## config.mk

```make
export PLATFORM = sky130hd
export DESIGN_NAME = dcache_uncached_path
export DESIGN_NICKNAME = d
export VERILOG_FILES = /design/src/dcache_pkg.sv /design/src/dcache_uncached_path.sv
export VERILOG_INCLUDE_DIRS = /design/src /design/src/src
export SDC_FILE = /design/constraint.sdc
export NUM_CORES = 1
export LEC_CHECK = 0
export BUFFER_PORTS_ARGS = -buffer_cell sky130_fd_sc_hd__buf_4
export CORE_UTILIZATION = 24
export DETAILED_ROUTE_END_ITERATION = 10
export PLACE_DENSITY = 0.8
export SKIP_LAST_GASP = 1
export SLEW_MARGIN = 20
export SYNTH_ARGS = -nofsm -noshare
export SYNTH_HDL_FRONTEND = slang
export SYNTH_SLANG_ARGS = --single-unit
```

## constraint.sdc

```tcl
create_clock -name vclk -period 1.05
set_clock_uncertainty 0.1 [all_clocks]
set_input_delay 0.0525 -clock vclk [all_inputs]
set_output_delay 0.0525 -clock vclk [all_outputs]
set_load 0.05 [all_outputs]
```

## src/dcache_defs.svh

```systemverilog
`ifndef DCACHE_DEFS_SVH
`define DCACHE_DEFS_SVH

// address and data width
`define DC_XLEN 32

// address split {tag, index, offset}
`define DC_OFS_W 6   // byte offset in a 64 byte line
`define DC_IDX_W 7   // line index
`define DC_TAG_W 19  // 32 - 7 - 6

// line geometry
`define DC_LINES 128  // direct mapped, one line per index
`define DC_BEATS 16   // 32 bit words per line

// burst counter and len code
`define DC_BEAT_W    4
`define DC_BURST_LEN 15  // beats minus one, as seen on the len ports

// everything from here up bypasses the cache
`define DC_UNCACHED_BASE 32'hA000_0000

`endif

```

## src/dcache_pkg.sv

```systemverilog
package dcache_pkg;

  // controller states
  typedef enum logic [2:0] {
    ST_RST,         // one cycle after reset
    ST_IDLE,        // accepts requests, serves hits
    ST_WRITE_BACK,  // dirty victim goes out
    ST_REFILL,      // line comes in
    ST_UNC_READ,    // single beat read
    ST_UNC_WRITE    // single beat write
  } dcache_state_e;

  // access size codes, bytes per access
  typedef enum logic [3:0] {
    SIZE_BYTE = 4'd1,
    SIZE_HALF = 4'd2,
    SIZE_WORD = 4'd4
  } mem_size_e;

endpackage

```

## src/dcache_uncached_path.sv

```systemverilog
`timescale 1ns/1ps
`include "dcache_defs.svh"

module dcache_uncached_path import dcache_pkg::*; (
  input  logic [`DC_XLEN-1:0] addr_i,
  input  mem_size_e           size_i,
  input  logic [`DC_XLEN-1:0] mem_rdata_i,  // raw word from the memory port
  output logic                uncached_o,
  output logic [3:0]          wstrb_o,
  output logic [`DC_XLEN-1:0] rdata_o       // zero extended lane
);

  // io region at the top of the map
  assign uncached_o = (addr_i >= `DC_UNCACHED_BASE);

  // write lane strobe from size and low address bits
  always_comb begin
    case (size_i)
      SIZE_BYTE: wstrb_o = 4'b0001 << addr_i[1:0];
      SIZE_HALF: wstrb_o = addr_i[1] ? 4'b1100 : 4'b0011;
      default:   wstrb_o = 4'b1111;  // word and odd codes
    endcase
  end

  // lane extraction for reads
  logic [7:0]  rd_byte;
  logic [15:0] rd_half;

  assign rd_byte = mem_rdata_i[8*addr_i[1:0] +: 8];
  assign rd_half = addr_i[1] ? mem_rdata_i[31:16] : mem_rdata_i[15:0];

  always_comb begin
    case (size_i)
      SIZE_BYTE: rdata_o = {24'b0, rd_byte};
      SIZE_HALF: rdata_o = {16'b0, rd_half};
      default:   rdata_o = mem_rdata_i;  // whole word
    endcase
  end

endmodule

```

==> summary.txt, run 1 <==
hold buffer count at cts -> 0
Placement Cell Area -> 1540 um2
largest cells by area after synthesis -> and2_1 (19%), a221o_1 (15%), mux2i_1 (15%)
total grt overflow -> 0
Final WS setup -> -0.380 ns
RSZ-0062 raised after global routing -> true
antenna viol nets, final -> 0
die extent in y -> 49.8 um
post-synthesis cell area -> 548 um2
crit path launch type -> input port
dpl cells -> 208
Total GRT Usage -> 31.9%
post-DR vias/cell -> 5.46
Fill cells -> 66
hold_ws -> 0.356 ns
sequential fraction of the synthesis area -> 0%
final setup fails -> 36
sequential cells -> 0
leading area contributor after synthesis -> and2_1
Routed WL -> 4390 um
First-pass DRT Iterations -> 4
boundary pin count -> 105
synthesized netlist cell count -> 86
status -> finished, violations left
die area -> 2480 um2
power per cell area -> 596 nW/um2
NetSw -> 633 uW
crit path capture type -> output port
cell-internal power -> 512 uW
MaxCap Viol Count -> 0
initial antenna violation count -> 0
switch share -> 55.3%
row count -> 16
syn avg cell area -> 6.37 um2
Clk network pwr share -> 0%
starting DRC count in detailed routing -> 36
CP Max Fanout -> 8
area grow syn2layout -> 250%
post-route clock period utilization -> 136%
crit path DAT -> 1.28 ns
number of global-route vias before repair -> 1244
routability congestion estimate -> 0.762
per-cell routed wire length -> 20.0 um
final std cells w/o fill -> 219
layout cell share with drive strength beyond 1 -> 85.9%
sequential cell area -> 0 um2
post-synth net total -> 154
crit path time final -> 1.43 ns
# DRC -> 0
combinational power share -> 100.0%
FMAX -> 699 MHz
top cell type's share of synthesized area -> 19.4%
Yosys cell types -> 24
Slew @ Worst Pin -> 0.342 ns
Crit Path Class -> input port to output port
largest net degree at the start of global routing -> 13
Lkg Pwr -> 0.000945 uW
Final Max Slew Viols -> 0
total number of vias -> 1195
final hold vios -> 0
type of the tightest min-delay check -> input port to output port
Initial Utilization -> 26.6%
detailed placer's ending HPWL -> 2310 um
CORE AREA -> 2060 um2
Total Nets Final -> 262
clock buffers -> 0
VDD IR max -> 424 uV
first-pass GRT wire length -> 6000 um
Slew Limit Headroom -> 77.0%
Data required, critical path -> 0.90 ns
die width -> 49.8 um
area of the multi-input gates -> 846 um2
ant diodes -> 0
Post-Layout Inst Area -> 1920 um2
I/O Buffers -> 78
yosys warns -> 0
power share of the sequential group -> 0%
failing checks -> setup timing
metal layers:
layer,vias to the layer above,share of wire [%],track usage (%)
li1,531,-,-
met4,0,5.5,11.4
met2,91,51,61.5
met3,22,8.2,7.10
met5,-,0,0
met1,551,35,32.8
worst max-delay path, stage by stage:
cell	delay, ns
buf_4	0.14
nor4b_4	0.29
nand2_1	0.26
nor2_1	0.23
a221o_2	0.16
buf_6	0.15
logic make-up (layout without fill, tap and decap cells):
family / after synthesis / in the layout / share of synthesized area [%]
buffers and inverters: 5 / 108 / 5.25
and+or+nand+nor: 49 / 52 / 46.3
muxes: 8 / 8 / 14.6
AOI/OAI and AO/OA: 24 / 24 / 33.8
through the flow:
step	TNS (ns)	setup WS (ns)	util, %	power [uW]
final	-10.19	-0.380	93.0	1140
after global routing	-10.99	-0.396	93.0	1170
after CTS	-9.44	-0.335	91.4	1100
after detailed placement	-11.46	-0.401	74.7	947
after global placement	-10.65	-0.368	74.7	932
after floorplan	-3.66	-0.186	-	584
power by group through the flow:
stage               sequential, uW  clock [uW]  combinational [uW]
floorplan                        0           0                 584
global placement                 0           0                 932
detailed placement               0           0                 947
CTS                              0           0                1100
global route                     0           0                1170
finish                           0           0                1140
Yosys cell counts, drive strengths merged:
| library cell | number |
|---|---|
| and3 | 1 |
| inv | 1 |
| a221o | 8 |
| a311o | 1 |
| and2b | 1 |
| o21ai | 10 |
| nor2b | 1 |
| nor2 | 9 |
| buf | 3 |
| and2 | 17 |
| o21a | 1 |
| nand2 | 19 |
| o211a | 1 |
| nor4b | 1 |
| clkbuf | 1 |
| o22ai | 1 |
| o2bb2ai | 1 |
| mux2i | 8 |
| a211o | 1 |
repair_timing:
action	4_1_cts	5_1_grt
cloned	3	0
resized for setup	73	8
endpoints found under the setup margin	36	36
pin swaps	16	8
setup buffers	9	0
cell usage in the layout (no fill, tap or decap):
cell type	netlist	layout
buf_4	0	57
buf_6	1	41
and2_4	0	12
o21ai_4	0	9
nand2_1	18	8
mux2i_1	8	8
nor2_1	8	8
a221o_2	0	8
buf_8	0	7
nand2_2	1	5
and2_2	0	5
and3_4	0	4
nand2_4	0	4
nand2_8	0	2
buf_12	0	2
nor2_4	0	1
and2b_4	1	1
nor2b_4	0	1
o21ai_0	8	1
o2bb2ai_4	0	1
inv_1	1	1
o211a_4	0	1
nor4b_4	0	1
a211o_4	0	1
a311o_2	0	1
o22ai_4	0	1
o21a_1	1	1
layout make-up:
type / count / area share (%)
Inverter: 1 / 0.196
Multi-Input combinational cell: 84 / 44.1
Tap cell: 27 / 1.76
Timing Repair Buffer: 107 / 53.9
path summary, 6_finish.rpt:
| check | start | end | slack [ns] | cells after the start |
|---|---|---|---|---|
| worst min-delay path | mem_rdata_i[27] | rdata_o[11] | 0.36 | 4 |
| worst max-delay path | size_i[3] | rdata_o[7] | -0.38 | 6 |
No activity file was read; power rests on OpenSTA's default activity.
==> inputs of run 2 (changes only) <==
RECOVER_POWER = 50   (was unset)
==> summary.txt, run 2 (synthesis results as in run 1) <==
Total Nets Final -> 262
die width -> 49.8 um
Final Max Slew Viols -> 0
Initial Utilization -> 26.6%
Design Power -> 1140 uW
VDD IR max -> 422 uV
commonest non-fill, non-tap cell in the layout -> buf_4
crit path capture type -> output port
boundary pin count -> 105
post-DR vias/cell -> 5.46
Final WS setup -> -0.380 ns
crit path DAT -> 1.28 ns
GR Util met1 -> 32.8%
sequential cell area -> 0 um2
per-cell routed wire length -> 20.0 um
type of the tightest min-delay check -> input port to output port
row count -> 16
antenna viol nets, final -> 0
CP Max Fanout -> 8
most frequent cells in the layout -> buf_4 (56), buf_6 (41), and2_4 (12)
Place WS -> -0.401 ns
post-route clock period utilization -> 136%
clock buffers -> 0
ant diodes -> 0
I/O Buffers -> 78
GRT busiest layer -> met2
RSZ-0062 raised after global routing -> true
Lkg Pwr -> 0.000944 uW
final hold vios -> 0
first-pass GRT wire length -> 6000 um
area of the multi-input gates -> 846 um2
largest net degree at the start of global routing -> 13
First-pass DRT Iterations -> 4
Slew @ Worst Pin -> 0.342 ns
crit path launch type -> input port
sequential cells -> 0
number of global-route vias before repair -> 1244
crit path time final -> 1.43 ns
die extent in y -> 49.8 um
status -> finished, violations left
WHS Path Cells -> 4
final setup fails -> 36
Post-Layout Inst Area -> 1920 um2
Setup TNS Final -> -10.19 ns
power per cell area -> 596 nW/um2
Slew Limit Headroom -> 77.0%
detailed placer's ending HPWL -> 2310 um
Routed WL -> 4390 um
area grow syn2layout -> 250%
initial antenna violation count -> 0
FMAX -> 699 MHz
hold_ws -> 0.356 ns
Fill cells -> 67
total number of vias -> 1195
layout cell share with drive strength beyond 1 -> 85.9%
total grt overflow -> 0
Data required, critical path -> 0.90 ns
Crit Path Class -> input port to output port
routability congestion estimate -> 0.762
grt met3 use -> 7.10%
failing checks -> setup timing
die area -> 2480 um2
CORE AREA -> 2060 um2
Total GRT Usage -> 31.9%
MaxCap Viol Count -> 0
met2 GRT Util -> 61.5%
Placement Cell Area -> 1540 um2
# DRC -> 0
starting DRC count in detailed routing -> 36
run 2: final timing paths:
check                        from     endpoint  slack, ns
setup / recovery        size_i[3]   rdata_o[7]      -0.38
hold / removal    mem_rdata_i[27]  rdata_o[11]       0.36
run 2: stage by stage:
stage | std cells | utilization [%]
floorplan | 86 | -
global placement | 208 | 74.7
detailed placement | 208 | 74.7
CTS | 219 | 91.4
global route | 219 | 92.9
finish | 219 | 92.9
run 2: repair_timing:
action	in CTS	in global routing
buffers inserted	9	0
gates resized for setup	73	8
gates cloned	3	0
hold buffers	0	0
setup endpoints to repair	36	36
pin swaps	16	8
run 2: layer usage:
| layer | wire [um] | part of all wire [%] | up-vias |
|---|---|---|---|
| met5 | 0 | 0 | - |
| met4 | 243 | 5.5 | 0 |
| met3 | 359 | 8.2 | 22 |
| met2 | 2240 | 51 | 91 |
| met1 | 1540 | 35 | 551 |
| li1 | - | - | 531 |
run 2: area by class of cell:
type	count	share of cell area (%)
Timing Repair Buffer	107	53.9
Tap cell	27	1.76
Inverter	1	0.196
Multi-Input combinational cell	84	44.2
run 2: critical path, stage by stage:
cell and delay (ns):
buf_4 0.14, nor4b_4 0.29, nand2_1 0.26, nor2_1 0.23, a221o_2 0.16, buf_6 0.15
run 2: power breakdown:
part / total, uW / internal (uW) / leakage [uW] / switching [uW]
sequential: 0 / 0 / 0 / 0
combinational: 1140 / 510 / 0.000944 / 632
clock: 0 / 0 / 0 / 0
total: 1140 / 510 / 0.000944 / 632
==> inputs of run 3 (changes only) <==
CORE_UTILIZATION = 27   (was 24)
PLACE_DENSITY = 0.85   (was 0.8)
clock period = 1.5 ns   (was 1.05 ns; I/O delays follow)
==> summary.txt, run 3 (synthesis results as in run 1) <==
sequential cells -> 0
final setup fails -> 0
sequential cell area -> 0 um2
initial antenna violation count -> 0
die area -> 2210 um2
boundary pin count -> 105
Data required, critical path -> 1.32 ns
final std cells w/o fill -> 190
switch share -> 63.2%
Slew @ Worst Pin -> 0.589 ns
hold_ws -> 0.421 ns
cell-internal power -> 207 uW
detailed placer's ending HPWL -> 1910 um
crit path DAT -> 1.31 ns
VDD IR max -> 364 uV
MaxCap Viol Count -> 0
die width -> 47.1 um
Total Nets Final -> 235
largest net degree at the start of global routing -> 20
power per cell area -> 470 nW/um2
Clk network pwr share -> 0%
# DRC -> 0
starting DRC count in detailed routing -> 17
NetSw -> 354 uW
first-pass GRT wire length -> 3100 um
crit path launch type -> input port
clock buffers -> 0
per-cell routed wire length -> 12.2 um
status -> finished clean
post-DR vias/cell -> 4.94
Total GRT Usage -> 19.0%
final hold vios -> 0
number of global-route vias before repair -> 753
routability congestion estimate -> 0.812
CORE AREA -> 1820 um2
ant diodes -> 0
power share of the sequential group -> 0%
Crit Path Class -> input port to output port
layout cell share with drive strength beyond 1 -> 54.5%
area grow syn2layout -> 118%
Routed WL -> 2320 um
antenna viol nets, final -> 0
I/O Buffers -> 78
Lkg Pwr -> 0.000617 uW
dpl cells -> 189
crit path time final -> 1.49 ns
row count -> 15
post-route clock period utilization -> 99.1%
Fill cells -> 160
RSZ-0062 raised after global routing -> true
FMAX -> 673 MHz
type of the tightest min-delay check -> input port to output port
most frequent cells in the layout -> buf_4 (68), nand2_1 (18), and2_1 (17)
commonest non-fill, non-tap cell in the layout -> buf_4
Initial Utilization -> 30.1%
crit path capture type -> output port
Slew Limit Headroom -> 60.9%
utilization after layout -> 65.6%
combinational power share -> 100.0%
die extent in y -> 47.1 um
CP Max Fanout -> 4
Final Max Slew Viols -> 0
total grt overflow -> 0
First-pass DRT Iterations -> 4
total number of vias -> 938
==> run 3: changes by cell type in the layout (fill, tap and decap cells not counted), sizes merged <==
cell,delta
clkbuf,+9
buf,-34
and3,-3
nand2,+1
==> run 3: worst paths after layout <==
check	endpoint	start	depth (start not counted)	slack, ns
setup / recovery	rdata_o[7]	size_i[0]	6	0.01
hold / removal	rdata_o[2]	mem_rdata_i[2]	3	0.42
==> run 3: repair_timing <==
item,4_1_cts,5_1_grt
endpoints found under the setup margin,4,16
cloned,0,1
hold buffers,0,0
buffers inserted,0,0
resized for setup,1,6
hold endpoints to repair,0,0
==> run 3: cell type report <==
type,count,area [um2],share of cell area (%)
timing repair buffer,82,613,51.4
multi-input combinational,82,546,45.7
tap,25,31.3,2.62
inverter,1,3.75,0.314
==> run 3: worst max-delay path, stage by stage <==
cell	delay (ns)
buf_4	0.12
and2b_4	0.27
o2bb2ai_2	0.13
nand2_1	0.13
a221o_1	0.38
buf_4	0.19
==> run 3: through the flow <==
stage                     TNS (ns)  cell area [um2]  total power [uW]  worst slack (ns)
after floorplan              -2.25              554               343            -0.358
after global placement           0             1190               556            0.0177
after detailed placement  -0.00961             1190               562          -0.00593
after CTS                        0             1200               565           0.00931
after global routing        -0.309             1190               589           -0.0483
final                            0             1190               561            0.0141
==> run 3: power by group through the flow <==
stage | registers [uW] | logic [uW] | clock network, uW
global placement | 0 | 556 | 0
finish | 0 | 561 | 0
global route | 0 | 589 | 0
CTS | 0 | 565 | 0
floorplan | 0 | 343 | 0
detailed placement | 0 | 562 | 0
==> run 3: routing by layer <==
metal / GRT usage (%) / vias to the layer above / part of all wire, %
met4: 2.29 / 0 / 0
met2: 39.2 / 53 / 51
met3: 0.769 / 0 / 8.4
li1: - / 473 / -
met5: 0 / - / 0
met1: 21.6 / 412 / 40
