`config.mk`:
```
export PLATFORM = sky130hd
export DESIGN_NAME = dcache_ctrl
export DESIGN_NICKNAME = d
export VERILOG_FILES = /design/src/dcache_pkg.sv /design/src/dcache_ctrl.sv
export VERILOG_INCLUDE_DIRS = /design/src /design/src/src
export SDC_FILE = /design/constraint.sdc
export NUM_CORES = 1
export LEC_CHECK = 0
export BUFFER_PORTS_ARGS = -buffer_cell sky130_fd_sc_hd__clkbuf_2
export CAP_MARGIN = 20
export CORE_ASPECT_RATIO = 0.6
export CORE_MARGIN = 8
export CORE_UTILIZATION = 39
export CTS_CLUSTER_SIZE = 8
export DETAILED_ROUTE_END_ITERATION = 6
export HOLD_SLACK_MARGIN = 0.05
export PLACE_DENSITY = 0.82
export SKIP_LAST_GASP = 1
export SYNTH_ARGS = -nofsm -noshare
export SYNTH_HDL_FRONTEND = slang
export SYNTH_SLANG_ARGS = --single-unit
```
`constraint.sdc`:
```
create_clock -name clk -period 6 [get_ports clk]
set_input_delay 0.9 -clock clk [delete_from_list [all_inputs] [get_ports clk]]
set_output_delay 0.9 -clock clk [all_outputs]
set_load 0.005 [all_outputs]
```
`src/dcache_defs.svh`:
```
`ifndef DCACHE_DEFS_SVH
`define DCACHE_DEFS_SVH

// address and data width
`define DC_XLEN 32

// address split {tag, index, offset}
`define DC_OFS_W 6   // byte offset in a 64 byte line
`define DC_IDX_W 7   // line index
`define DC_TAG_W 19  // 32 - 7 - 6

// line geometry
`define DC_LINES 128  // direct mapped, one line per index
`define DC_BEATS 16   // 32 bit words per line

// burst counter and len code
`define DC_BEAT_W    4
`define DC_BURST_LEN 15  // beats minus one, as seen on the len ports

// everything from here up bypasses the cache
`define DC_UNCACHED_BASE 32'hA000_0000

`endif

```
`src/dcache_pkg.sv`:
```
package dcache_pkg;

  // controller states
  typedef enum logic [2:0] {
    ST_RST,         // one cycle after reset
    ST_IDLE,        // accepts requests, serves hits
    ST_WRITE_BACK,  // dirty victim goes out
    ST_REFILL,      // line comes in
    ST_UNC_READ,    // single beat read
    ST_UNC_WRITE    // single beat write
  } dcache_state_e;

  // access size codes, bytes per access
  typedef enum logic [3:0] {
    SIZE_BYTE = 4'd1,
    SIZE_HALF = 4'd2,
    SIZE_WORD = 4'd4
  } mem_size_e;

endpackage

```
`src/dcache_ctrl.sv`:
```
`timescale 1ns/1ps
`include "dcache_defs.svh"

module dcache_ctrl import dcache_pkg::*; (
  input  logic                  clk,
  input  logic                  rst,
  // cpu request, held until the completion pulse
  input  logic [`DC_XLEN-1:0]   mem_addr_i,
  input  mem_size_e             mem_size_i,
  input  logic                  mem_addr_valid_i,
  input  logic                  mem_write_valid_i,
  input  logic [`DC_XLEN-1:0]   mem_wdata_i,
  // from uncached path
  input  logic                  uncached_i,
  input  logic [3:0]            unc_wstrb_i,
  input  logic [`DC_XLEN-1:0]   unc_rdata_i,
  // from tag store
  input  logic                  hit_i,
  input  logic                  dirty_i,
  input  logic [`DC_TAG_W-1:0]  victim_tag_i,
  // memory port handshakes
  input  logic                  arb_rvalid_i,
  input  logic                  arb_wready_i,
  output dcache_state_e         state_o,
  output logic [`DC_BEAT_W-1:0] beat_o,
  output logic                  tag_we_o,
  output logic                  dirty_set_o,
  output logic                  line_we_o,
  output logic                  refill_o,
  output logic [`DC_XLEN-1:0]   unc_rdata_o,
  output logic [`DC_XLEN-1:0]   unc_wdata_o,  // registered uncached write word
  output logic                  mem_data_ready_o,
  output logic [`DC_XLEN-1:0]   arb_araddr_o,
  output logic                  arb_arvalid_o,
  output logic [3:0]            arb_rsize_o,
  output logic [7:0]            arb_rlen_o,
  output logic [`DC_XLEN-1:0]   arb_awaddr_o,
  output logic                  arb_awvalid_o,
  output logic [3:0]            arb_wmask_o,
  output logic [3:0]            arb_wsize_o,
  output logic [7:0]            arb_wlen_o
);

  dcache_state_e         state_q;
  logic [`DC_BEAT_W-1:0] beat_q;
  logic                  ready_q;
  logic                  arvalid_q;
  logic                  awvalid_q;

  logic [`DC_XLEN-1:0] line_addr;    // request line, offset cleared
  logic [`DC_XLEN-1:0] victim_addr;  // old line at the same index
  logic                req_ok;
  logic                wr_hit;
  logic                rd_hs;
  logic                wr_hs;
  logic                last_beat;

  assign line_addr   = {mem_addr_i[`DC_XLEN-1:`DC_OFS_W], {`DC_OFS_W{1'b0}}};
  assign victim_addr = {victim_tag_i, mem_addr_i[`DC_OFS_W +: `DC_IDX_W], {`DC_OFS_W{1'b0}}};

  // no new accept while the pulse is out, so one completion per access
  assign req_ok    = (state_q == ST_IDLE) && mem_addr_valid_i && !ready_q;
  assign wr_hit    = req_ok && !uncached_i && hit_i && mem_write_valid_i;
  assign rd_hs     = arvalid_q && arb_rvalid_i;  // one beat per cycle
  assign wr_hs     = awvalid_q && arb_wready_i;
  assign last_beat = (beat_q == `DC_BEAT_W'(`DC_BURST_LEN));

  // store side controls
  assign refill_o    = (state_q == ST_REFILL);
  assign line_we_o   = wr_hit || (refill_o && rd_hs);
  assign tag_we_o    = wr_hit || (refill_o && rd_hs && last_beat);  // tag lands with last beat
  assign dirty_set_o = wr_hit;  // refill leaves the line clean

  always_ff @(posedge clk) begin
    if (rst) begin
      state_q   <= ST_RST;
      beat_q    <= '0;
      ready_q   <= 1'b0;
      arvalid_q <= 1'b0;
      awvalid_q <= 1'b0;
    end else begin
      ready_q <= 1'b0;  // single cycle pulse
      case (state_q)
        ST_RST: state_q <= ST_IDLE;
        ST_IDLE: begin
          if (req_ok) begin
            if (uncached_i) begin
              if (mem_write_valid_i) begin
                state_q   <= ST_UNC_WRITE;
                awvalid_q <= 1'b1;
              end else begin
                state_q   <= ST_UNC_READ;
                arvalid_q <= 1'b1;
              end
            end else if (hit_i) begin
              ready_q <= 1'b1;  // read or write hit done
            end else if (dirty_i) begin
              state_q   <= ST_WRITE_BACK;  // victim first
              awvalid_q <= 1'b1;
              beat_q    <= '0;
            end else begin
              state_q   <= ST_REFILL;
              arvalid_q <= 1'b1;
              beat_q    <= '0;
            end
          end
        end
        ST_WRITE_BACK: begin
          if (wr_hs) begin
            if (last_beat) begin
              state_q   <= ST_REFILL;  // straight into the refill
              awvalid_q <= 1'b0;
              arvalid_q <= 1'b1;
              beat_q    <= '0;
            end else begin
              beat_q <= beat_q + 1'b1;
            end
          end
        end
        ST_REFILL: begin
          if (rd_hs) begin
            if (last_beat) begin
              state_q   <= ST_IDLE;  // held request then hits
              arvalid_q <= 1'b0;
              beat_q    <= '0;
            end else begin
              beat_q <= beat_q + 1'b1;
            end
          end
        end
        ST_UNC_READ: begin
          if (rd_hs) begin
            state_q   <= ST_IDLE;
            arvalid_q <= 1'b0;
            ready_q   <= 1'b1;
          end
        end
        ST_UNC_WRITE: begin
          if (wr_hs) begin
            state_q   <= ST_IDLE;
            awvalid_q <= 1'b0;
            ready_q   <= 1'b1;
          end
        end
        default: state_q <= ST_IDLE;
      endcase
    end
  end

  // memory port payload, loaded when a transfer starts
  always_ff @(posedge clk) begin
    if (req_ok && uncached_i) begin
      arb_araddr_o <= mem_addr_i;  // exact byte address
      arb_rsize_o  <= mem_size_i;
      arb_rlen_o   <= 8'd0;        // single beat
      arb_awaddr_o <= mem_addr_i;
      arb_wsize_o  <= mem_size_i;
      arb_wlen_o   <= 8'd0;
      arb_wmask_o  <= unc_wstrb_i;
      unc_wdata_o  <= mem_wdata_i;
    end else if (req_ok && !hit_i) begin
      arb_araddr_o <= line_addr;
      arb_rsize_o  <= SIZE_WORD;
      arb_rlen_o   <= 8'(`DC_BURST_LEN);
      arb_awaddr_o <= victim_addr;
      arb_wsize_o  <= SIZE_WORD;
      arb_wlen_o   <= 8'(`DC_BURST_LEN);
      arb_wmask_o  <= 4'b1111;  // whole words on write back
    end
    if ((state_q == ST_UNC_READ) && rd_hs) begin
      unc_rdata_o <= unc_rdata_i;  // extracted lane, kept for the pulse
    end
  end

  assign state_o          = state_q;
  assign beat_o           = beat_q;
  assign mem_data_ready_o = ready_q;
  assign arb_arvalid_o    = arvalid_q;
  assign arb_awvalid_o    = awvalid_q;

endmodule

```
==> results of run 1 <==
layer usage:
layer,vias up,share of wire [%],track usage (%)
li1,1663,-,-
met1,1687,36,18.0
met2,210,50,29.4
met3,6,14,9.99
met4,0,0.41,3.88
met5,-,0,0
power by group through the flow:
stage	Combinational (mW)	Sequential, mW	Clock (mW)
after floorplan	0.265	1.21	0
after global routing	0.460	1.20	1.12
after global placement	0.412	1.20	0
final	0.421	1.19	1.06
after detailed placement	0.423	1.21	0
after CTS	0.426	1.19	1.08
through the flow:
stage / hold WS, ps / power, mW
floorplan: 493 / 1.47
global placement: 498 / 1.61
detailed placement: 523 / 1.63
CTS: 534 / 2.70
global route: 556 / 2.79
finish: 543 / 2.67
state kept, by name, indices dropped and copies added (netlist names):
signal            cells
mem_data_ready_o      1
arb_rlen_o            1
unc_rdata_o          32
arb_awaddr_o         26
arb_arvalid_o         1
arb_wsize_o           4
arb_wmask_o           4
arb_awvalid_o         1
state_o               3
unc_wdata_o          32
arb_araddr_o         25
beat_o                4
worst paths after layout:
check / startpoint / endpoint
min reg2reg: arb_arvalid_o$_SDFFE_PP0P_ / arb_arvalid_o$_SDFFE_PP0P_
min: arb_arvalid_o$_SDFFE_PP0P_ / arb_arvalid_o$_SDFFE_PP0P_
max: state_o[0]$_SDFFE_PP0P_ / tag_we_o
max reg2reg: state_o[0]$_SDFFE_PP0P_ / arb_awaddr_o[28]$_DFFE_PP_
layout by cell type, fill, tap and decap left out, types with 7 or more instances in the layout:
master,instances
mux2_4,10
conb_1,8
dfxtp_1,11
nand2_1,10
clkbuf_2,293
clkbuf_16,17
edfxtp_1,123
and3_1,9
mux2_2,7
o21ai_0,10
cell type report:
| cell class | instances | area [µm²] |
|---|---|---|
| clock buffer | 17 | 425 |
| clock inverter | 14 | 178 |
| inverter | 6 | 22.5 |
| timing repair buffer | 296 | 1490 |
| sequential | 134 | 3910 |
| tap | 170 | 213 |
| multi-input combinational | 124 | 915 |
| fill | 1092 | 5690 |
cells by family (layout without fill, tap and decap cells):
kind of cell	Yosys count	after routing
multiplexers	20	20
AO/OA/AOI/OAI	35	35
adder cells (fa/ha/maj)	1	1
flip-flops	134	134
other	1	8
buffers and inverters	47	333
AND/OR/NAND/NOR	60	60
worst max-delay path, delay by kind of cell (launching register included):
| kind | cells | cell delay (ps) |
|---|---|---|
| and+or+nand+nor | 3 | 920 |
| AOI/OAI and AO/OA | 1 | 130 |
| buffers and inverters | 1 | 160 |
| DFF | 1 | 600 |
==> impl_metrics.env, run 1 <==
export IMPL_min_path_cells=2
export IMPL_clk_path_buf_depth=2
export IMPL_worst_r2r_setup_slack_ps=3200
export IMPL_postLayoutCellArea_um2=7160
export IMPL_crit_path_top_delay_cell="dfxtp_1"
export IMPL_p_clk_share_pct=39.7
export IMPL_root_buffer="clkbuf_16"
export IMPL_fmax_mhz=322
export IMPL_final_nets=712
export IMPL_die_area_um2=17200
export IMPL_grt_max_degree=59
export IMPL_synth_simple_gate_area_share_pct=6.78
export IMPL_grt_overflow_total=0
export IMPL_grt_pass1_vias=3815
export IMPL_synthDistinctLibCells=53
export IMPL_ys_ff_latch=134
export IMPL_slew_viol_final=0
export IMPL_syn_area_per_cell_um2=17.2
export IMPL_numCtsBuffers=17
export IMPL_synth_xor_area_share_pct=0
export IMPL_fp_dieW_um=164
export IMPL_clk_pin_slew_ps=60
export IMPL_grt_setup_unrepaired="no"
export IMPL_via_count=3566
export IMPL_place_area_um2=6550
export IMPL_slowest_delay_ps=600
export IMPL_synthTopCellsByArea="edfxtp_1, buf_4, dfxtp_1"
export IMPL_period_share_pct=51.7
export IMPL_pwr_share_comb_pct=15.7
export IMPL_drtAntennaViolNets=0
export IMPL_synth_compound_area_share_pct=4.97
export IMPL_post_cts_resized=0
export IMPL_synth_top_family_by_area="simple AND/OR/NAND/NOR gates"
export IMPL_start_util_pct=39.9
export IMPL_hp_class="flop to flop"
export IMPL_maxSlewHeadroom_pct=43.7
export IMPL_swShare_pct=25.8
export IMPL_worst_setup_path_end_kind="primary output"
export IMPL_clock_latency_ps=410
export IMPL_place_ws_ps=2680
export IMPL_cts_tree="built"
export IMPL_p_seq_share_pct=44.6
export IMPL_setup_viol=0
export IMPL_reg2reg_depth=4
export IMPL_finalSetupTns_ps=0
export IMPL_async_flop_share_pct=0
export IMPL_synth_most_common_cell="edfxtp_1"
export IMPL_cts_hold_buf=0
export IMPL_synth_edf_count=123
export IMPL_grt_usage_pct=17.2
export IMPL_critical_path_max_fanout=16
export IMPL_avgViaCountPerCell=4.69
export IMPL_setup_slack_ps=2900
export IMPL_ys_top_cells_by_count="edfxtp_1, buf_4, dfxtp_1"
export IMPL_outcome="completed"
export IMPL_yosysWarnings=0
export IMPL_antenna_found_initial=0
export IMPL_routedWlPerCell_um=20.0
export IMPL_cts_setup_buffers=0
export IMPL_synthAdderAreaFrac_pct=0.244
export IMPL_fin_crit_ps=3100
export IMPL_die_h_um=105
export IMPL_synth_top_area_share_pct=72.0
export IMPL_htreeDepth=4
export IMPL_synthFlopType="edfxtp_1"
export IMPL_n_antenna_cell=0
export IMPL_internal_power_mw=1.98
export IMPL_dp_cells=729
export IMPL_cts_sinks=134
export IMPL_post_dp_hpwl_mm=12.0
export IMPL_drive_gt1_share_pct=59.6
export IMPL_row_count=32
export IMPL_tightest_slew_ps=845
export IMPL_cap_violations=0
export IMPL_dr_pass1_iters=4
export IMPL_ios=302
export IMPL_arrival_ps=2200
export IMPL_drt_wl_total_mm=15.2
export IMPL_drc=0
export IMPL_crit_path_start_kind="flop"
export IMPL_drt_iter0_drc=222
export IMPL_seq_area_frac_synth_pct=76.3
export IMPL_syn2layout_area_growth_pct=39.5
export IMPL_power_per_cell_area_nw_per_um2=373
export IMPL_path_class="flop to primary output"
export IMPL_switching_power_uw=689
export IMPL_synthCells=298
export IMPL_worstPathRequired_ps=5100
export IMPL_crit_chain="or3b_4, nor2_4, nand3_1, o21ai_0, clkbuf_2"
export IMPL_fin_skew_ps=11.4
export IMPL_portBuffers=293
export IMPL_final_core_util_pct=55.7
export IMPL_p_leak_nw=3.13
export IMPL_timing_final_hold_violations=0
export IMPL_syn_area_um2=5130
export IMPL_instances_no_fill=761
export IMPL_grt_pass1_wl_mm=22.5
export IMPL_synth_mux_area_share_pct=5.10
export IMPL_gp_congestion=0.849
export IMPL_peakVddDrop_v=0.000164
export IMPL_core_area_um2=12900
export IMPL_synth_top_area_cell="edfxtp_1"
Note: power is estimated with default switching activity, not from simulation.
==> run 2, diff against run 1 <==
--- a/config.mk
+++ b/config.mk
@@ -6,15 +6,16 @@
 export SDC_FILE = /design/constraint.sdc
 export NUM_CORES = 1
 export LEC_CHECK = 0
+export ABC_AREA = 1
 export BUFFER_PORTS_ARGS = -buffer_cell sky130_fd_sc_hd__clkbuf_2
 export CAP_MARGIN = 20
 export CORE_ASPECT_RATIO = 0.6
 export CORE_MARGIN = 8
-export CORE_UTILIZATION = 39
+export CORE_UTILIZATION = 43
 export CTS_CLUSTER_SIZE = 8
 export DETAILED_ROUTE_END_ITERATION = 6
 export HOLD_SLACK_MARGIN = 0.05
-export PLACE_DENSITY = 0.82
+export PLACE_DENSITY = 0.85
 export SKIP_LAST_GASP = 1
 export SYNTH_ARGS = -nofsm -noshare
 export SYNTH_HDL_FRONTEND = slang
==> constraint.sdc (replaced) <==
create_clock -name clk -period 3.2 [get_ports clk]
set_input_delay 0.48 -clock clk [delete_from_list [all_inputs] [get_ports clk]]
set_output_delay 0.48 -clock clk [all_outputs]
set_load 0.005 [all_outputs]
==> run 2 against run 1 <==
Compared with the run above: synthesized area decreased by 0.24%; worst setup slack got worse by 2100 ps; total power increased by 99%; combinational power increased by 130%; wire length decreased by 4.7%; design area increased by 0.35%; highest routed layer unchanged; flip-flop and latch count unchanged; critical path type is now flop to flop; clock power increased by 92%; sequential power increased by 93%; clock-buffer cell count increased by 1.
==> impl_metrics.env, run 2 <==
export IMPL_crit_chain="inv_2, nor2_4, nand2_2, nor2_4, nand2_4, nand2_2, buf_12"
export IMPL_hp_class="input pin to flop"
export IMPL_postLayoutCellArea_um2=7180
export IMPL_ys_top_cells_by_count="edfxtp_1, nand2_1, buf_4"
export IMPL_portBuffers=293
export IMPL_synth_edf_count=123
export IMPL_cts_setup_buffers=0
export IMPL_final_nets=794
export IMPL_clk_path_buf_depth=2
export IMPL_core_area_um2=11800
export IMPL_cts_hold_buf=0
export IMPL_drtAntennaViolNets=0
export IMPL_antenna_found_initial=0
export IMPL_period_share_pct=73.5
export IMPL_syn_area_um2=5120
export IMPL_synthFlopType="edfxtp_1"
export IMPL_seq_area_frac_synth_pct=76.5
export IMPL_grt_setup_unrepaired="no"
export IMPL_row_count=31
export IMPL_numCtsBuffers=17
export IMPL_yosysWarnings=0
export IMPL_via_count=3800
export IMPL_avgViaCountPerCell=4.53
export IMPL_maxSlewHeadroom_pct=62.7
export IMPL_crit_path_top_delay_cell="nand2_2"
export IMPL_drt_wl_total_mm=14.5
export IMPL_grt_usage_pct=17.5
export IMPL_setup_viol=0
export IMPL_power_per_cell_area_nw_per_um2=740
export IMPL_drive_gt1_share_pct=51.3
export IMPL_synthCells=379
export IMPL_worstPathRequired_ps=3280
export IMPL_fin_skew_ps=7.31
export IMPL_fin_crit_ps=2350
export IMPL_fmax_mhz=425
export IMPL_clock_latency_ps=390
export IMPL_synthTopCellsByArea="edfxtp_1, nand2_1, buf_4"
export IMPL_synth_top_area_cell="edfxtp_1"
export IMPL_synthDistinctLibCells=26
export IMPL_synth_top_area_share_pct=72.2
export IMPL_fp_dieW_um=157
export IMPL_clk_pin_slew_ps=60
export IMPL_die_area_um2=15800
export IMPL_layout_cells_most_common="clkbuf_2"
export IMPL_synth_most_common_cell="edfxtp_1"
export IMPL_gp_congestion=0.929
export IMPL_async_flop_share_pct=0
export IMPL_post_dp_hpwl_mm=11.6
export IMPL_grt_max_degree=43
export IMPL_start_util_pct=43.3
export IMPL_multi_input_area_um2=835
export IMPL_critical_path_max_fanout=37
export IMPL_crit_path_start_kind="flop"
export IMPL_post_cts_resized=0
export IMPL_outcome="completed"
export IMPL_slowest_delay_ps=530
export IMPL_layout_common_cells="clkbuf_2, edfxtp_1, nand2_1, nor2_1, inv_1"
export IMPL_ios=302
export IMPL_syn2layout_area_growth_pct=40.4
export IMPL_cts_sinks=134
export IMPL_dr_pass1_iters=4
export IMPL_finalSetupTns_ps=0
export IMPL_setup_slack_ps=846
export IMPL_largestRegisters="unc_rdata_o: 32 flops, unc_wdata_o: 32 flops, arb_awaddr_o: 26 flops"
export IMPL_timing_final_hold_violations=0
export IMPL_root_buffer="clkbuf_16"
export IMPL_fillers=969
export IMPL_place_ws_ps=805
export IMPL_path_class="flop to flop"
export IMPL_tightest_slew_ps=558
export IMPL_arrival_ps=2430
export IMPL_place_area_um2=6560
export IMPL_die_h_um=101
export IMPL_cts_tree="built"
export IMPL_htreeDepth=4
export IMPL_cap_violations=0
export IMPL_routedWlPerCell_um=17.3
export IMPL_drc=0
export IMPL_grt_overflow_total=0
export IMPL_ys_ff_latch=134
export IMPL_regArea_um2=3910
export IMPL_worst_setup_path_end_kind="flop"
export IMPL_totalPowerFinal_mw=5.31
export IMPL_syn_area_per_cell_um2=13.5
export IMPL_grt_pass1_vias=3918
export IMPL_slew_viol_final=0
export IMPL_peakVddDrop_v=0.000382
export IMPL_n_antenna_cell=0
export IMPL_drt_iter0_drc=218
export IMPL_grt_pass1_wl_mm=20.9
export IMPL_p_leak_nw=3.31
run 2: stage by stage:
stage / hold WS [ps] / utilization [%] / cells
floorplan: 493 / - / 386
global placement: 499 / 55.5 / 807
detailed placement: 537 / 55.5 / 807
CTS: 238 / 60.7 / 838
global route: 238 / 60.7 / 838
finish: 256 / 60.7 / 838
run 2: area by class of cell:
| type | instances | area share (%) |
|---|---|---|
| timing repair buffer | 296 | 21.1 |
| inverter | 24 | 1.27 |
| clock inverter | 13 | 2.72 |
| sequential | 134 | 54.5 |
| multi-input combinational | 188 | 11.6 |
| clock buffer | 18 | 5.97 |
| tap | 165 | 2.87 |
run 2: critical path: cells and delay by family (launching register included):
family        cells  cell delay [ps]
buf+inv           2              390
flops             1              470
simple gates      5             1160
run 2: kinds of logic (layout without fill, tap and decap cells):
group / Yosys count / in the layout / synth area share, %
buffers and inverters: 64 / 351 / 7.85
AND/OR/NAND/NOR: 161 / 161 / 13.5
adder cells (fa/ha/maj): 1 / 1 / 0.244
other: 1 / 8 / 0.0733
AO/OA/AOI/OAI: 17 / 17 / 1.74
XOR/XNOR: 1 / 1 / 0.171
flip-flops: 134 / 134 / 76.5
run 2: where the power goes:
group / internal [mW] / leakage [nW] / switching [mW]
registers: 2.17 / 1.21 / 0.127
clock network: 1.31 / 0.294 / 0.725
logic: 0.378 / 1.81 / 0.597
total: 3.87 / 3.31 / 1.45
run 2: routing by layer:
layer / track usage, % / up-vias / routed length, µm
met1: 19.9 / 1772 / 5420
met2: 30.7 / 196 / 7420
li1: - / 1822 / -
met3: 6.29 / 10 / 1540
met4: 4.48 / 0 / 125
met5: 0 / - / 0
run 2: worst paths after layout:
check | startpoint | end | slack [ps] | cells past startpoint
worst max register to register | state_o[0]$_SDFFE_PP0P_ | arb_awaddr_o[19]$_DFFE_PP_ | 850 | 7
worst min register to register | arb_awvalid_o$_SDFFE_PP0P_ | arb_awvalid_o$_SDFFE_PP0P_ | 540 | 2
worst min-delay path | mem_wdata_i[14] | unc_wdata_o[14]$_DFFE_PP_ | 260 | 1
worst max-delay path | state_o[0]$_SDFFE_PP0P_ | arb_awaddr_o[19]$_DFFE_PP_ | 850 | 7
==> run 3, diff against run 2 <==
==> constraint.sdc (replaced) <==
create_clock -name clk -period 2.37 [get_ports clk]
set_input_delay 0.3555 -clock clk [delete_from_list [all_inputs] [get_ports clk]]
set_output_delay 0.3555 -clock clk [all_outputs]
set_load 0.005 [all_outputs]
==> run 3 against run 2 <==
Compared with the run above: core utilization up 0.26 points; design area increased by 0.44%; flip-flop and latch count stayed put; clock skew increased by 1.2 ps; highest routed layer unchanged.
==> impl_metrics.env, run 3 (synthesis gave the netlist of run 2 again) <==
export IMPL_power_per_cell_area_nw_per_um2=1010
export IMPL_grt_pass1_wl_mm=20.7
export IMPL_htreeDepth=4
export IMPL_largestRegisters="unc_rdata_o: 32 flops, unc_wdata_o: 32 flops, arb_awaddr_o: 26 flops"
export IMPL_clock_latency_ps=400
export IMPL_final_nets=796
export IMPL_ios=302
export IMPL_peakVddDrop_v=0.000486
export IMPL_antenna_found_initial=0
export IMPL_setup_viol=0
export IMPL_worstPathRequired_ps=2010
export IMPL_outcome="completed"
export IMPL_hp_class="input pin to flop"
export IMPL_drt_wl_total_mm=14.3
export IMPL_portBuffers=293
export IMPL_die_area_um2=15800
export IMPL_arrival_ps=1750
export IMPL_grt_pass1_vias=3858
export IMPL_reg2reg_depth=7
export IMPL_drtAntennaViolNets=0
export IMPL_fin_crit_ps=2100
export IMPL_die_h_um=101
export IMPL_grt_max_degree=55
export IMPL_timing_final_hold_violations=0
export IMPL_clk_path_buf_depth=2
export IMPL_cts_sinks=134
export IMPL_cts_tree="built"
export IMPL_post_dp_hpwl_mm=11.3
export IMPL_cap_violations=0
export IMPL_fin_skew_ps=8.55
export IMPL_avgViaCountPerCell=4.42
export IMPL_worst_setup_path_end_kind="primary output"
export IMPL_n_antenna_cell=0
export IMPL_hold_end="unc_wdata_o[2]$_DFFE_PP_"
export IMPL_finalSetupTns_ps=0
export IMPL_path_class="flop to primary output"
export IMPL_layout_common_cells="clkbuf_2, edfxtp_1, nand2_1, nor2_1, inv_1"
export IMPL_numCtsBuffers=17
export IMPL_fp_dieW_um=157
export IMPL_core_area_um2=11800
export IMPL_cts_setup_buffers=0
export IMPL_layout_cells_most_common="clkbuf_2"
export IMPL_routedWlPerCell_um=17.0
export IMPL_root_buffer="clkbuf_16"
export IMPL_start_util_pct=43.3
export IMPL_min_path_cells=1
export IMPL_fmax_mhz=475
export IMPL_totalPowerFinal_mw=7.28
export IMPL_r2r_start="state_o[0]$_SDFFE_PP0P_"
export IMPL_drive_gt1_share_pct=51.5
export IMPL_critical_path_max_fanout=7
export IMPL_worst_r2r_setup_slack_ps=430
export IMPL_period_share_pct=88.7
export IMPL_dr_pass1_iters=4
export IMPL_p_leak_nw=3.35
export IMPL_cts_hold_buf=0
export IMPL_gp_congestion=0.951
export IMPL_post_cts_resized=0
export IMPL_slew_viol_final=0
export IMPL_drc=0
export IMPL_grt_usage_pct=17.3
export IMPL_row_count=31
export IMPL_clk_pin_slew_ps=60
export IMPL_crit_path_start_kind="flop"
export IMPL_grt_setup_unrepaired="no"
export IMPL_r2r_end="arb_araddr_o[5]$_SDFFCE_PN0P_"
export IMPL_drt_iter0_drc=201
export IMPL_syn2layout_area_growth_pct=41.0
export IMPL_via_count=3720
export IMPL_hold_path_startpoint="mem_wdata_i[2]"
export IMPL_grt_overflow_total=0
==> run 3: cell count changes in the layout (fill, tap and decap cells not counted), sizes merged <==
cell	change
buf	+2
bufinv	+1
clkinv	+2
clkinvlp	-3
inv	+1
==> run 3: worst max path at each step <==
stage,from,slack (ps),end
floorplan,state_o[0]$_SDFFE_PP0P_,170,arb_araddr_o[0]$_SDFFCE_PN0P_
global placement,state_o[0]$_SDFFE_PP0P_,530,arb_awaddr_o[10]$_DFFE_PP_
detailed placement,state_o[0]$_SDFFE_PP0P_,450,arb_araddr_o[0]$_SDFFCE_PN0P_
CTS,state_o[0]$_SDFFE_PP0P_,230,tag_we_o
global route,state_o[0]$_SDFFE_PP0P_,80,tag_we_o
finish,state_o[0]$_SDFFE_PP0P_,270,tag_we_o
==> run 3: cell type report <==
cell class,count,area [µm²]
sequential,134,3910
timing repair buffer,298,1520
clock buffer,18,429
tap,165,206
fill,956,4610
inverter,24,91.3
clock inverter,14,219
multi-input combinational,188,840
==> run 3: report_power, final <==
group / leakage [nW] / switching (mW) / internal, mW
registers: 1.21 / 0.158 / 2.94
logic: 1.82 / 0.806 / 0.511
clock network: 0.319 / 0.981 / 1.88
==> run 3: routing by layer <==
layer | GRT usage, % | up-vias | routed length, µm
li1 | - | 1818 | -
met1 | 19.3 | 1724 | 5340
met2 | 31.1 | 174 | 7390
met3 | 6.98 | 4 | 1470
met4 | 3.23 | 0 | 73
met5 | 0 | - | 0
==> run 3: per-stage QoR <==
| stage | hold WS [ps] | setup slack, ps | cells | util, % | area [µm²] |
|---|---|---|---|---|---|
| after floorplan | 454 | 171 | 386 | - | 5150 |
| after global placement | 496 | 532 | 809 | 55.5 | 6560 |
| after detailed placement | 504 | 446 | 809 | 55.5 | 6560 |
| after CTS | 114 | 225 | 841 | 61.0 | 7210 |
| after global routing | 106 | 77.5 | 841 | 61.0 | 7220 |
| final | 129 | 267 | 841 | 61.0 | 7220 |
==> run 3: worst max-delay path, cell delays in order, from the launching register on <==
cell and delay [ps]:
dfxtp_1 440, inv_2 100, nor2_4 170, nand3_1 180, nor3_2 170, inv_1 70
o21ai_0 80, clkbuf_2 140
